[src/source/breakout_pkg.sv]
package breakout_pkg;

    localparam int COORD_W = 10;

    typedef logic [COORD_W-1:0] coord_t;

    typedef struct packed {
        coord_t x;
        coord_t y;
        logic   active;
    } pixel_t;

    typedef struct packed {
        logic [7:0] r;
        logic [7:0] g;
        logic [7:0] b;
    } rgb_t;

    typedef struct packed {
        logic start;
        logic left;
        logic right;
        logic pause;
    } ctrl_t;

    // vx_dir set means moving right and vy_dir set means moving down
    typedef struct packed {
        coord_t     x;
        coord_t     y;
        logic [4:0] vx_mag;
        logic [4:0] vy_mag;
        logic       vx_dir;
        logic       vy_dir;
    } ball_t;

    typedef struct packed {
        logic       on;
        logic [2:0] row;
    } brick_px_t;

    localparam int FRAME_X0    = 221;
    localparam int FRAME_Y0    = 86;
    localparam int FRAME_W     = 350;
    localparam int FRAME_H     = 350;
    localparam int FRAME_THICK = 3;

    localparam int BALL_RADIUS = 6;
    localparam int BALL_R2     = BALL_RADIUS * BALL_RADIUS;
    localparam int BALL_X0     = FRAME_X0 + 150;
    localparam int BALL_Y0     = FRAME_Y0 + 200;
    localparam int INIT_VX     = 0;
    localparam int INIT_VY     = 2;

    // Ball center limits inside the frame
    localparam int INNER_MIN_X = FRAME_X0 + FRAME_THICK + BALL_RADIUS;
    localparam int INNER_MAX_X = FRAME_X0 + FRAME_W - FRAME_THICK - BALL_RADIUS;
    localparam int INNER_MIN_Y = FRAME_Y0 + FRAME_THICK + BALL_RADIUS;
    localparam int INNER_MAX_Y = FRAME_Y0 + FRAME_H - FRAME_THICK - BALL_RADIUS;

    localparam int PADDLE_W         = 80;
    localparam int PADDLE_H         = 10;
    localparam int PADDLE_HALF      = PADDLE_W / 2;
    localparam int PADDLE_R         = PADDLE_H / 2;
    localparam int PADDLE_RECT_HALF = PADDLE_HALF - PADDLE_R;
    localparam int PADDLE_MARGIN    = 8;
    localparam int MOVE_STEP        = 4;
    // Paddle starts right under the ball
    localparam int PADDLE_X0        = BALL_X0;
    localparam int PADDLE_Y = FRAME_Y0 + FRAME_H - FRAME_THICK - PADDLE_MARGIN - PADDLE_R;
    localparam int PADDLE_MIN_CX    = FRAME_X0 + FRAME_THICK + PADDLE_HALF;
    localparam int PADDLE_MAX_CX    = FRAME_X0 + FRAME_W - FRAME_THICK - PADDLE_HALF;

    // Brick offsets from the inner frame corner
    localparam int BRICK_W    = 40;
    localparam int BRICK_H    = 15;
    localparam int BRICK_ROWS = 5;
    localparam int BRICK_COLS = 5;
    localparam int BRICK_X_OFF [BRICK_COLS] = '{30, 80, 130, 180, 230};
    localparam int BRICK_Y_OFF [BRICK_ROWS] = '{20, 40, 60, 80, 100};

    // Paddle hit angle indexed by the first threshold not below |offset|
    localparam int         ANGLE_LIMIT [8] = '{2, 6, 10, 14, 18, 22, 26, 30};
    localparam logic [4:0] ANGLE_VX [9] = '{0, 1, 2, 3, 4, 5, 6, 7, 8};
    localparam logic [4:0] ANGLE_VY [9] = '{4, 4, 4, 3, 3, 3, 2, 2, 1};

    localparam rgb_t COLOR_BG     = 24'h000000;
    localparam rgb_t COLOR_FRAME  = 24'h4BA3C3;
    localparam rgb_t COLOR_BALL   = 24'hFF0000;
    localparam rgb_t COLOR_PADDLE = 24'hFFFFFF;
    localparam rgb_t COLOR_START  = 24'h202040;
    localparam rgb_t COLOR_OVER   = 24'h800000;
    localparam rgb_t COLOR_ROW [BRICK_ROWS] = '{
        24'hFFADAD, 24'hFDFFB6, 24'hCAFFBF, 24'h9BF6FF, 24'hBDB2FF
    };

endpackage

[src/source/ball_physics.sv]
`timescale 1ns/1ns

module ball_physics import breakout_pkg::*; (
    input  logic   clk,
    input  logic   rst,
    input  logic   step,
    input  coord_t paddle_x,
    input  logic   bounce_x,
    input  logic   bounce_y,
    output ball_t  ball,
    output coord_t ball_prev_x,
    output logic   ball_lost
);

    logic              paddle_hit;
    logic signed [10:0] offset;
    logic        [10:0] abs_offset;
    logic        [3:0]  angle_idx;

    assign ball_lost = ball.y >= coord_t'(INNER_MAX_Y);

    // Paddle contact box and angle from the signed center offset
    always_comb begin
        paddle_hit = (ball.y >= coord_t'(PADDLE_Y - BALL_RADIUS)) &&
                     (ball.y <= coord_t'(PADDLE_Y + PADDLE_R)) &&
                     (int'(ball.x) + PADDLE_HALF >= int'(paddle_x)) &&
                     (int'(ball.x) <= int'(paddle_x) + PADDLE_HALF);
        offset = $signed({1'b0, ball.x}) - $signed({1'b0, paddle_x});
        abs_offset = offset[10] ? 11'(-offset) : 11'(offset);
        angle_idx = 4'd8;
        for (int i = 7; i >= 0; i--) begin
            if (int'(abs_offset) <= ANGLE_LIMIT[i]) begin
                angle_idx = 4'(i);
            end
        end
    end

    always_ff @(posedge clk or negedge rst) begin
        if (!rst) begin
            ball.x      <= coord_t'(BALL_X0);
            ball.y      <= coord_t'(BALL_Y0);
            ball.vx_mag <= 5'(INIT_VX);
            ball.vy_mag <= 5'(INIT_VY);
            ball.vx_dir <= 1'b1;
            ball.vy_dir <= 1'b1;
            ball_prev_x <= coord_t'(BALL_X0);
        end else if (step) begin
            ball_prev_x <= ball.x;

            // Later assignments override earlier ones
            if (ball.vx_dir) begin
                ball.x <= ball.x + coord_t'(ball.vx_mag);
            end else begin
                ball.x <= ball.x - coord_t'(ball.vx_mag);
            end
            if (ball.vy_dir) begin
                ball.y <= ball.y + coord_t'(ball.vy_mag);
            end else begin
                ball.y <= ball.y - coord_t'(ball.vy_mag);
            end

            if (ball.x <= coord_t'(INNER_MIN_X)) begin
                ball.vx_dir <= 1'b1;
            end else if (ball.x >= coord_t'(INNER_MAX_X)) begin
                ball.vx_dir <= 1'b0;
            end
            if (ball.y <= coord_t'(INNER_MIN_Y)) begin
                ball.vy_dir <= 1'b1;
            end else if (ball.y >= coord_t'(INNER_MAX_Y)) begin
                ball.vy_dir <= 1'b0;
            end

            if (paddle_hit) begin
                ball.y      <= coord_t'(PADDLE_Y - BALL_RADIUS - 1);
                ball.vy_dir <= 1'b0;
                ball.vx_dir <= offset > 0;
                ball.vx_mag <= ANGLE_VX[angle_idx];
                ball.vy_mag <= ANGLE_VY[angle_idx];
            end

            // Brick hits flip the direction held before this step
            if (bounce_x) begin
                ball.vx_dir <= ~ball.vx_dir;
            end
            if (bounce_y) begin
                ball.vy_dir <= ~ball.vy_dir;
            end
        end
    end

endmodule

[src/source/breakout_top.sv]
`timescale 1ns/1ns

module breakout_top import breakout_pkg::*; (
    input  logic   clk,
    input  logic   rst,
    input  ctrl_t  ctrl,
    input  logic   vsync,
    input  pixel_t px,
    output rgb_t   rgb,
    output logic   started,
    output logic   over
);

    logic      step;
    coord_t    paddle_x;
    ball_t     ball;
    coord_t    ball_prev_x;
    logic      ball_lost;
    logic      bounce_x;
    logic      bounce_y;
    brick_px_t brick_px;

    game_phase u_phase (
        .clk       (clk),
        .rst       (rst),
        .ctrl      (ctrl),
        .vsync     (vsync),
        .ball_lost (ball_lost),
        .step      (step),
        .started   (started),
        .over      (over)
    );

    paddle_ctrl u_paddle (
        .clk      (clk),
        .rst      (rst),
        .step     (step),
        .ctrl     (ctrl),
        .paddle_x (paddle_x)
    );

    ball_physics u_ball (
        .clk         (clk),
        .rst         (rst),
        .step        (step),
        .paddle_x    (paddle_x),
        .bounce_x    (bounce_x),
        .bounce_y    (bounce_y),
        .ball        (ball),
        .ball_prev_x (ball_prev_x),
        .ball_lost   (ball_lost)
    );

    brick_wall u_bricks (
        .clk         (clk),
        .rst         (rst),
        .step        (step),
        .ball        (ball),
        .ball_prev_x (ball_prev_x),
        .px          (px),
        .bounce_x    (bounce_x),
        .bounce_y    (bounce_y),
        .brick_px    (brick_px)
    );

    pixel_renderer u_render (
        .clk      (clk),
        .rst      (rst),
        .px       (px),
        .started  (started),
        .over     (over),
        .ball     (ball),
        .paddle_x (paddle_x),
        .brick_px (brick_px),
        .rgb      (rgb)
    );

endmodule

[src/source/brick_wall.sv]
`timescale 1ns/1ns

module brick_wall import breakout_pkg::*; (
    input  logic      clk,
    input  logic      rst,
    input  logic      step,
    input  ball_t     ball,
    input  coord_t    ball_prev_x,
    input  pixel_t    px,
    output logic      bounce_x,
    output logic      bounce_y,
    output brick_px_t brick_px
);

    localparam int NUM_BRICKS = BRICK_ROWS * BRICK_COLS;

    logic [NUM_BRICKS-1:0] alive;
    logic [NUM_BRICKS-1:0] hit;

    // Ball against every live brick
    always_comb begin
        int  bx0;
        int  by0;
        logic prev_out;
        hit      = '0;
        bounce_x = 1'b0;
        bounce_y = 1'b0;
        for (int r = 0; r < BRICK_ROWS; r++) begin
            for (int c = 0; c < BRICK_COLS; c++) begin
                bx0 = FRAME_X0 + FRAME_THICK + BRICK_X_OFF[c];
                by0 = FRAME_Y0 + FRAME_THICK + BRICK_Y_OFF[r];
                hit[r*BRICK_COLS+c] = alive[r*BRICK_COLS+c] &&
                    (int'(ball.x) + BALL_RADIUS >= bx0) &&
                    (int'(ball.x) - BALL_RADIUS <= bx0 + BRICK_W) &&
                    (int'(ball.y) + BALL_RADIUS >= by0) &&
                    (int'(ball.y) - BALL_RADIUS <= by0 + BRICK_H);
                // Came in from the side if the last x was clear of the brick
                prev_out = (int'(ball_prev_x) + BALL_RADIUS < bx0) ||
                           (int'(ball_prev_x) - BALL_RADIUS > bx0 + BRICK_W);
                if (hit[r*BRICK_COLS+c]) begin
                    bounce_x = bounce_x | prev_out;
                    bounce_y = bounce_y | ~prev_out;
                end
            end
        end
    end

    // Pixel lookup, lowest row and column first
    always_comb begin
        int bx0;
        int by0;
        brick_px = '0;
        for (int r = 0; r < BRICK_ROWS; r++) begin
            for (int c = 0; c < BRICK_COLS; c++) begin
                bx0 = FRAME_X0 + FRAME_THICK + BRICK_X_OFF[c];
                by0 = FRAME_Y0 + FRAME_THICK + BRICK_Y_OFF[r];
                if (!brick_px.on && alive[r*BRICK_COLS+c] &&
                    (int'(px.x) >= bx0) && (int'(px.x) < bx0 + BRICK_W) &&
                    (int'(px.y) >= by0) && (int'(px.y) < by0 + BRICK_H)) begin
                    brick_px.on  = 1'b1;
                    brick_px.row = 3'(r);
                end
            end
        end
    end

    always_ff @(posedge clk or negedge rst) begin
        if (!rst) begin
            alive <= '1;
        end else if (step) begin
            alive <= alive & ~hit;
        end
    end

endmodule

[src/source/game_phase.sv]
`timescale 1ns/1ns

module game_phase import breakout_pkg::*; (
    input  logic  clk,
    input  logic  rst,
    input  ctrl_t ctrl,
    input  logic  vsync,
    input  logic  ball_lost,
    output logic  step,
    output logic  started,
    output logic  over
);

    logic vsync_q;
    logic frame_edge;

    assign frame_edge = vsync & ~vsync_q;

    always_ff @(posedge clk or negedge rst) begin
        if (!rst) begin
            vsync_q <= 1'b0;
            step    <= 1'b0;
            started <= 1'b0;
            over    <= 1'b0;
        end else begin
            vsync_q <= vsync;
            // One step per frame, only while the game is running
            step    <= frame_edge & started & ~over & ~ctrl.pause;
            if (ctrl.start) begin
                started <= 1'b1;
            end
            if (step && ball_lost) begin
                over <= 1'b1;
            end
        end
    end

endmodule

[src/source/paddle_ctrl.sv]
`timescale 1ns/1ns

module paddle_ctrl import breakout_pkg::*; (
    input  logic   clk,
    input  logic   rst,
    input  logic   step,
    input  ctrl_t  ctrl,
    output coord_t paddle_x
);

    always_ff @(posedge clk or negedge rst) begin
        if (!rst) begin
            paddle_x <= coord_t'(PADDLE_X0);
        end else if (step) begin
            // Left wins when both keys are held
            if (ctrl.left) begin
                if (paddle_x > coord_t'(PADDLE_MIN_CX + MOVE_STEP)) begin
                    paddle_x <= paddle_x - coord_t'(MOVE_STEP);
                end else begin
                    paddle_x <= coord_t'(PADDLE_MIN_CX);
                end
            end else if (ctrl.right) begin
                if (paddle_x < coord_t'(PADDLE_MAX_CX - MOVE_STEP)) begin
                    paddle_x <= paddle_x + coord_t'(MOVE_STEP);
                end else begin
                    paddle_x <= coord_t'(PADDLE_MAX_CX);
                end
            end
        end
    end

endmodule

[src/source/pixel_renderer.sv]
`timescale 1ns/1ns

module pixel_renderer import breakout_pkg::*; (
    input  logic      clk,
    input  logic      rst,
    input  pixel_t    px,
    input  logic      started,
    input  logic      over,
    input  ball_t     ball,
    input  coord_t    paddle_x,
    input  brick_px_t brick_px,
    output rgb_t      rgb
);

    logic        in_frame;
    logic        in_inner;
    logic        on_ball;
    logic        on_paddle;
    coord_t      bdx;
    coord_t      bdy;
    coord_t      adx;
    coord_t      ady;
    coord_t      ex;
    logic [20:0] ball_d2;
    logic [20:0] cap_d2;
    rgb_t        color;

    function automatic coord_t absdiff(coord_t a, coord_t b);
        return (a >= b) ? a - b : b - a;
    endfunction

    always_comb begin
        in_frame = (int'(px.x) >= FRAME_X0) && (int'(px.x) < FRAME_X0 + FRAME_W) &&
                   (int'(px.y) >= FRAME_Y0) && (int'(px.y) < FRAME_Y0 + FRAME_H);
        in_inner = (int'(px.x) >= FRAME_X0 + FRAME_THICK) &&
                   (int'(px.x) < FRAME_X0 + FRAME_W - FRAME_THICK) &&
                   (int'(px.y) >= FRAME_Y0 + FRAME_THICK) &&
                   (int'(px.y) < FRAME_Y0 + FRAME_H - FRAME_THICK);

        bdx     = absdiff(px.x, ball.x);
        bdy     = absdiff(px.y, ball.y);
        ball_d2 = 21'(bdx) * 21'(bdx) + 21'(bdy) * 21'(bdy);
        on_ball = ball_d2 <= 21'(BALL_R2);

        // Capsule is a rectangle with half-disc caps at both ends
        adx    = absdiff(px.x, paddle_x);
        ady    = absdiff(px.y, coord_t'(PADDLE_Y));
        ex     = (adx > coord_t'(PADDLE_RECT_HALF)) ? adx - coord_t'(PADDLE_RECT_HALF) : '0;
        cap_d2 = 21'(ex) * 21'(ex) + 21'(ady) * 21'(ady);
        on_paddle = (adx <= coord_t'(PADDLE_HALF)) && (ady <= coord_t'(PADDLE_R)) &&
                    (cap_d2 <= 21'(PADDLE_R * PADDLE_R));

        if (!px.active) begin
            color = '0;
        end else if (!started) begin
            color = COLOR_START;
        end else if (over) begin
            color = COLOR_OVER;
        end else if (in_frame && !in_inner) begin
            color = COLOR_FRAME;
        end else if (on_ball) begin
            color = COLOR_BALL;
        end else if (on_paddle) begin
            color = COLOR_PADDLE;
        end else if (brick_px.on) begin
            color = COLOR_ROW[brick_px.row];
        end else begin
            color = COLOR_BG;
        end
    end

    always_ff @(posedge clk or negedge rst) begin
        if (!rst) begin
            rgb <= '0;
        end else begin
            rgb <= color;
        end
    end

endmodule

[config.mk]
export PLATFORM = sky130hd
export DESIGN_NAME = breakout_top
export DESIGN_NICKNAME = d
export VERILOG_FILES = /design/src/source/breakout_pkg.sv /design/src/source/ball_physics.sv /design/src/source/breakout_top.sv /design/src/source/brick_wall.sv /design/src/source/game_phase.sv /design/src/source/paddle_ctrl.sv /design/src/source/pixel_renderer.sv
export SDC_FILE = /design/constraint.sdc
export NUM_CORES = 1
export LEC_CHECK = 0
export ABC_AREA = 1
export BUFFER_PORTS_ARGS = -buffer_cell sky130_fd_sc_hd__buf_2
export CORE_MARGIN = 5
export CORE_UTILIZATION = 30
export CTS_CLUSTER_SIZE = 12
export DETAILED_ROUTE_END_ITERATION = 8
export PLACE_DENSITY = 0.46
export SYNTH_ARGS = -nofsm -noshare
export SYNTH_HDL_FRONTEND = slang
export SYNTH_HIERARCHICAL = 1
export SYNTH_SLANG_ARGS = --single-unit
[constraint.sdc]
create_clock -name clk -period 9.5 [get_ports clk]
set_input_delay 0 -clock clk [delete_from_list [all_inputs] [get_ports clk]]
set_output_delay 0 -clock clk [all_outputs]
set_load 0.03 [all_outputs]
======== Word-level counts from Yosys, hierarchy flattened ========
Memory sizes are Yosys's and may differ from the RTL's.
Cells that the tools add are included.
cells by class
  add/sub/neg operators ................... 27
  multiply operators ...................... 4
  $lt $le $gt $ge ......................... 88
  multiplexer cells ....................... 115
  bitwise gates (word level) .............. 66
  reduce and logical (&&, ||, !) cells .... 274
operators by type and width
  kind                                                              number
  logical AND 1 bit                                                 237
  2-to-1 mux 24 bit                                                 9
  >= comparator 32 x 9 -> 1 bit, second input constant              5
  greater-than comparator 32 x 10 -> 1 bit, second input constant   5
  less-or-equal comparator 32 x 10 -> 1 bit, second input constant  5
  2-to-1 mux 4 bit                                                  33
  >= comparator 32 x 10 -> 1 bit, second input constant             4
  less-or-equal comparator 32 x 9 -> 1 bit, second input constant   4
  less-than comparator 32 x 10 -> 1 bit, second input constant      4
  2-to-1 mux 10 bit                                                 11
  multiplier 10 x 10 -> 20 bit                                      4
  >= comparator 10 x 8 -> 1 bit, second input constant              7
  >= comparator 10 x 9 -> 1 bit, second input constant              7
  less-than comparator 10 x 9 -> 1 bit, second input constant       7
  subtractor 10 bit                                                 6
  2-to-1 mux 1 bit                                                  56
  bitwise OR 1 bit                                                  48
  less-or-equal comparator 11 x 5 -> 1 bit, second input constant   4
  adder 20 x 20 -> 21 bit                                           2
  less-than comparator 10 x 8 -> 1 bit, second input constant       4
  adder 10 x 3 -> 11 bit, second input constant                     3
  subtractor 10 x 3 -> 11 bit, second input constant                3
  >= comparator 32 x 11 -> 1 bit                                    1
  >= comparator 32 x 8 -> 1 bit, second input constant              1
  47 further kinds                                                  104
storage, ports and cells
  register bits after elaboration ......... 105
  bits in read-only memories .............. 352
  output and inout port bits .............. 26
  memories ................................ 3
memories
  name             words  bits a word  rd ports  clocked after Yosys merged registers in  write ports  line                  source
  (no name shown)  8      24           1         0                                        0            pixel_renderer.sv:66  color = COLOR_ROW[brick_px.row];
  (no name shown)  16     5            1         0                                        0            ball_physics.sv:77    ball.vx_mag <= ANGLE_VX[angle_idx];
  (no name shown)  16     5            1         0                                        0            ball_physics.sv:78    ball.vy_mag <= ANGLE_VY[angle_idx];

======== Depth between registers and ports, before layout ========
  depth after elaboration ................. 185
  depth in mapped cells ................... 52

======== Hierarchy ========
Netlist, hierarchy kept.
modules (own cells, without submodules)
  module          instances  cells an instance  area an instance (um^2)  seq. area each (um^2)
  pixel_renderer  1          2259               16588.4                  500.5
  brick_wall      1          875                4539.4                   656.9
  ball_physics    1          637                4304.1                   1001.0
  paddle_ctrl     1          117                803.3                    231.5
  game_phase      1          13                 137.6                    100.1

======== Worst setup path before layout ========
Ideal clock, no wire load.
  kind .................................... reg2reg
  from .................................... register u_paddle.paddle_x[7]
  to ...................................... register u_render/rgb[22] (netlist name)
  library setup time ...................... 65 ps
  data arrival time ....................... 8284 ps
  data required time ...................... 9435 ps
  path slack .............................. 1151 ps
  stages on the path, launching flop included .. 42
  path buffers ............................ 0
  period minus slack after synthesis ...... 8349 ps
  path through ............................ dfrtp_1 > ha_1 > nand2_2 > nor2_4 > nand3_2 > inv_1 > nor2_4 > or2_1 > o21a_1 > ha_1 > nor2_1 > xor2_1 > nor2_1 > inv_1 > nor2_1 > fa_1 > inv_1 > fa_1 > (+6 left out) > fa_1 > ha_1 > xor2_1 > ha_1 > a21o_1 > nor2_1 > nand2_1 > a21oi_1 > o21ai_0 > a21oi_1 > xor2_1 > inv_1 > nor2_2 > nand3_4 > and2_4 > nand2_2 > nand2_1 > nand2_1
RTL lines
  element                   line               source
  start: declaration        paddle_ctrl.sv:8   output coord_t paddle_x
  start signal: assignment  paddle_ctrl.sv:13  paddle_x <= coord_t'(PADDLE_X0);
  start signal: assignment  paddle_ctrl.sv:18  paddle_x <= paddle_x - coord_t'(MOVE_STEP);
  start signal: assignment  paddle_ctrl.sv:20  paddle_x <= coord_t'(PADDLE_MIN_CX);

==> flow_summary_export.csv <==
group,metric,value,unit
run,cap_violations,0,
floorplanning,io_pins,54,
sta,drv_slew,0,
setup_path,endpoint_kind,"flop",
yosys,synthCells,3897,
sta,min_period,8.98,ns
finish,fin_util,33.4,%
clock_network,clockBufferDepth,2,
routing,drtIter0Drc,1458,
min_path,hold_depth,4,
setup_path,worstPathMaxFanout,12,
global_routing,overflow,0,
clock_network,insertion_delay,0.37,ns
clock_network,cts_max_level,3,
sta,final-hold-violation-count,0,
floorplanning,num_rows,108,
yosys,netlist_area,26300,um2
clock_network,cts.reportedPaths.clkPinSlew,0.08,ns
sta,setup_violations,0,
global_routing,grt_pass1_wl,130000,um
global_routing,grt_max_degree,60,
place,hpwlAfterDp,68900,um
sta,fin_crit_sh,94.5,%
run_status,status,"completed",
setup_path,cp-start-kind,"flop",
finish,drive_gt1_share,10.0,%
global_routing,grt_usage,17.0,%
routing,first_pass_iters,6,
setup_path,required,9.82,ns
setup_path,worstPathArrival,9.29,ns
min_path,hold_path.class,"in -> reg",
clock_network,cts_root_buf,"clkbuf_16",
floorplanning,initial_core_util,30.3,%
setup_path,cpPeakStageDelay,0.72,ns
setup_path,crit_type,"reg -> reg",
routing,post-route-drc-count,0,
routing,via_per_inst,4.72,
place,finalWeightedCongestion,0.880,
sta,slew_headroom,31.2,%
floorplanning,die_area,93800,um2
global_routing,grt_pass1_vias,24289,
yosys,synth_nets,4492,
routing,drt_wl_total,81200,um
clock_network,cts.sinks,97,
finish,fillers,9704,
yosys,avgSynthCellArea,6.76,um2
global_routing,antenna_found_initial,9,
sta,max_slew.worst_pin.slew,1.03,ns
routing,vias,24422,
sta,hold_ws,0.00646,ns
clock_network,cts_tree,"yes",
clock_network,cts_buffers,9,
sta,max_freq,111,MHz
routing,postRouteAntennaNets,0,
setup_path,crit_top_cell,"nand2_1",
sta,skew,0.0109,ns
floorplanning,die_h,306,um
finish,syn_to_final_growth,10.4,%
floorplanning,core-area,87000,um2
finish,fin_nets,4603,
place,portBuffers,53,
floorplanning,die_w,306,um
setup_path,slowest_stage,"dfstp_4",
routing,wl_per_cell,15.7,um
setup_path,worst_r2r_path_depth,45,
yosys,yosys_warnings,6,
state kept, by name, indices dropped and copies added (netlist names), 9 cells and up:
name / count
u_bricks/alive: 25
u_render/rgb: 20
u_ball/ball_prev_x: 10
u_paddle/paddle_x: 9
u_ball/ball: 29
worst paths after layout:
check	from	to	slack, ns
min in group asynchronous	rst	u_ball/ball[2]	0.17
min reg2reg	u_bricks/alive[11]	u_bricks/alive[11]	0.47
max in group asynchronous	rst	u_paddle/paddle_x[9]	8.05
max reg2reg	u_paddle/paddle_x[6]	u_render/rgb[22]	0.52
max	u_paddle/paddle_x[6]	u_render/rgb[22]	0.52
min	ctrl[1]	u_paddle/paddle_x[4]	0.006
layer usage:
metal	up-vias	part of all wire (%)	track usage, %
met1	11599	48	23.4
met4	2	1.6	3.23
li1	12383	-	-
met3	68	3.5	1.77
met2	370	47	29.3
met5	-	0.0086	0
worst max-delay path, delay by kind of cell, from the launching register on:
kind	cells	cell delay, ns
adders and majority gates	10	3.89
and+or+nand+nor	23	2.75
DFF	1	0.72
AOI/OAI and AO/OA	4	0.71
buffers and inverters	6	0.52
xor gates and xnor gates	2	0.36
cells in the final DEF, fill, tap and decap left out, types with 10 or more instances in the layout:
cell type    n
nand2_1    829
inv_1      808
nor2_1     467
ha_1       294
fa_1       266
nand3_1    219
o21ai_0    147
a21oi_1    143
buf_4       96
xor2_1      85
nand4_1     64
nor3_1      56
buf_2       52
dfstp_2     49
dfrtp_1     45
nand2_2     43
nor2_2      33
nand3_2     24
xnor2_1     23
inv_2       21
a31oi_1     20
o21ai_1     20
nor2_4      10
o21bai_1    10
a21o_1      10
final cells by class:
cell class / instances / area, um2 / share of cell area, %
antenna: 4 / 10.0 / 0.0344
clock buffer: 9 / 225 / 0.774
clock inverter: 7 / 86.3 / 0.297
inverter: 836 / 3150 / 10.8
multi-input combinational: 2908 / 20600 / 70.8
sequential: 97 / 2500 / 8.58
tap: 1155 / 1450 / 4.97
timing repair buffer: 156 / 1080 / 3.72
through the flow:
step / cell area (um2) / setup WS (ns) / TNS [ns] / instances
final: 29100 / 0.522 / 0 / 5172
after global routing: 29100 / -0.00817 / -0.0161 / 5169
after CTS: 28800 / 0.0695 / 0 / 5156
after detailed placement: 28400 / 0.0949 / 0 / 5134
after global placement: 28400 / 0.121 / 0 / 5134
after floorplan: 26300 / 1.15 / 0 / 3897
repair_timing:
action                     4_1_cts  5_1_grt
resized for setup                0       63
setup endpoints to repair        0       20
setup buffers                    0       11
hold buffers                     6        0
hold endpoints to repair        25        0
Power is left out: the tool's default activity adds up to more than one toggle a clock period on the data nets, which glitch-free logic cannot reach.
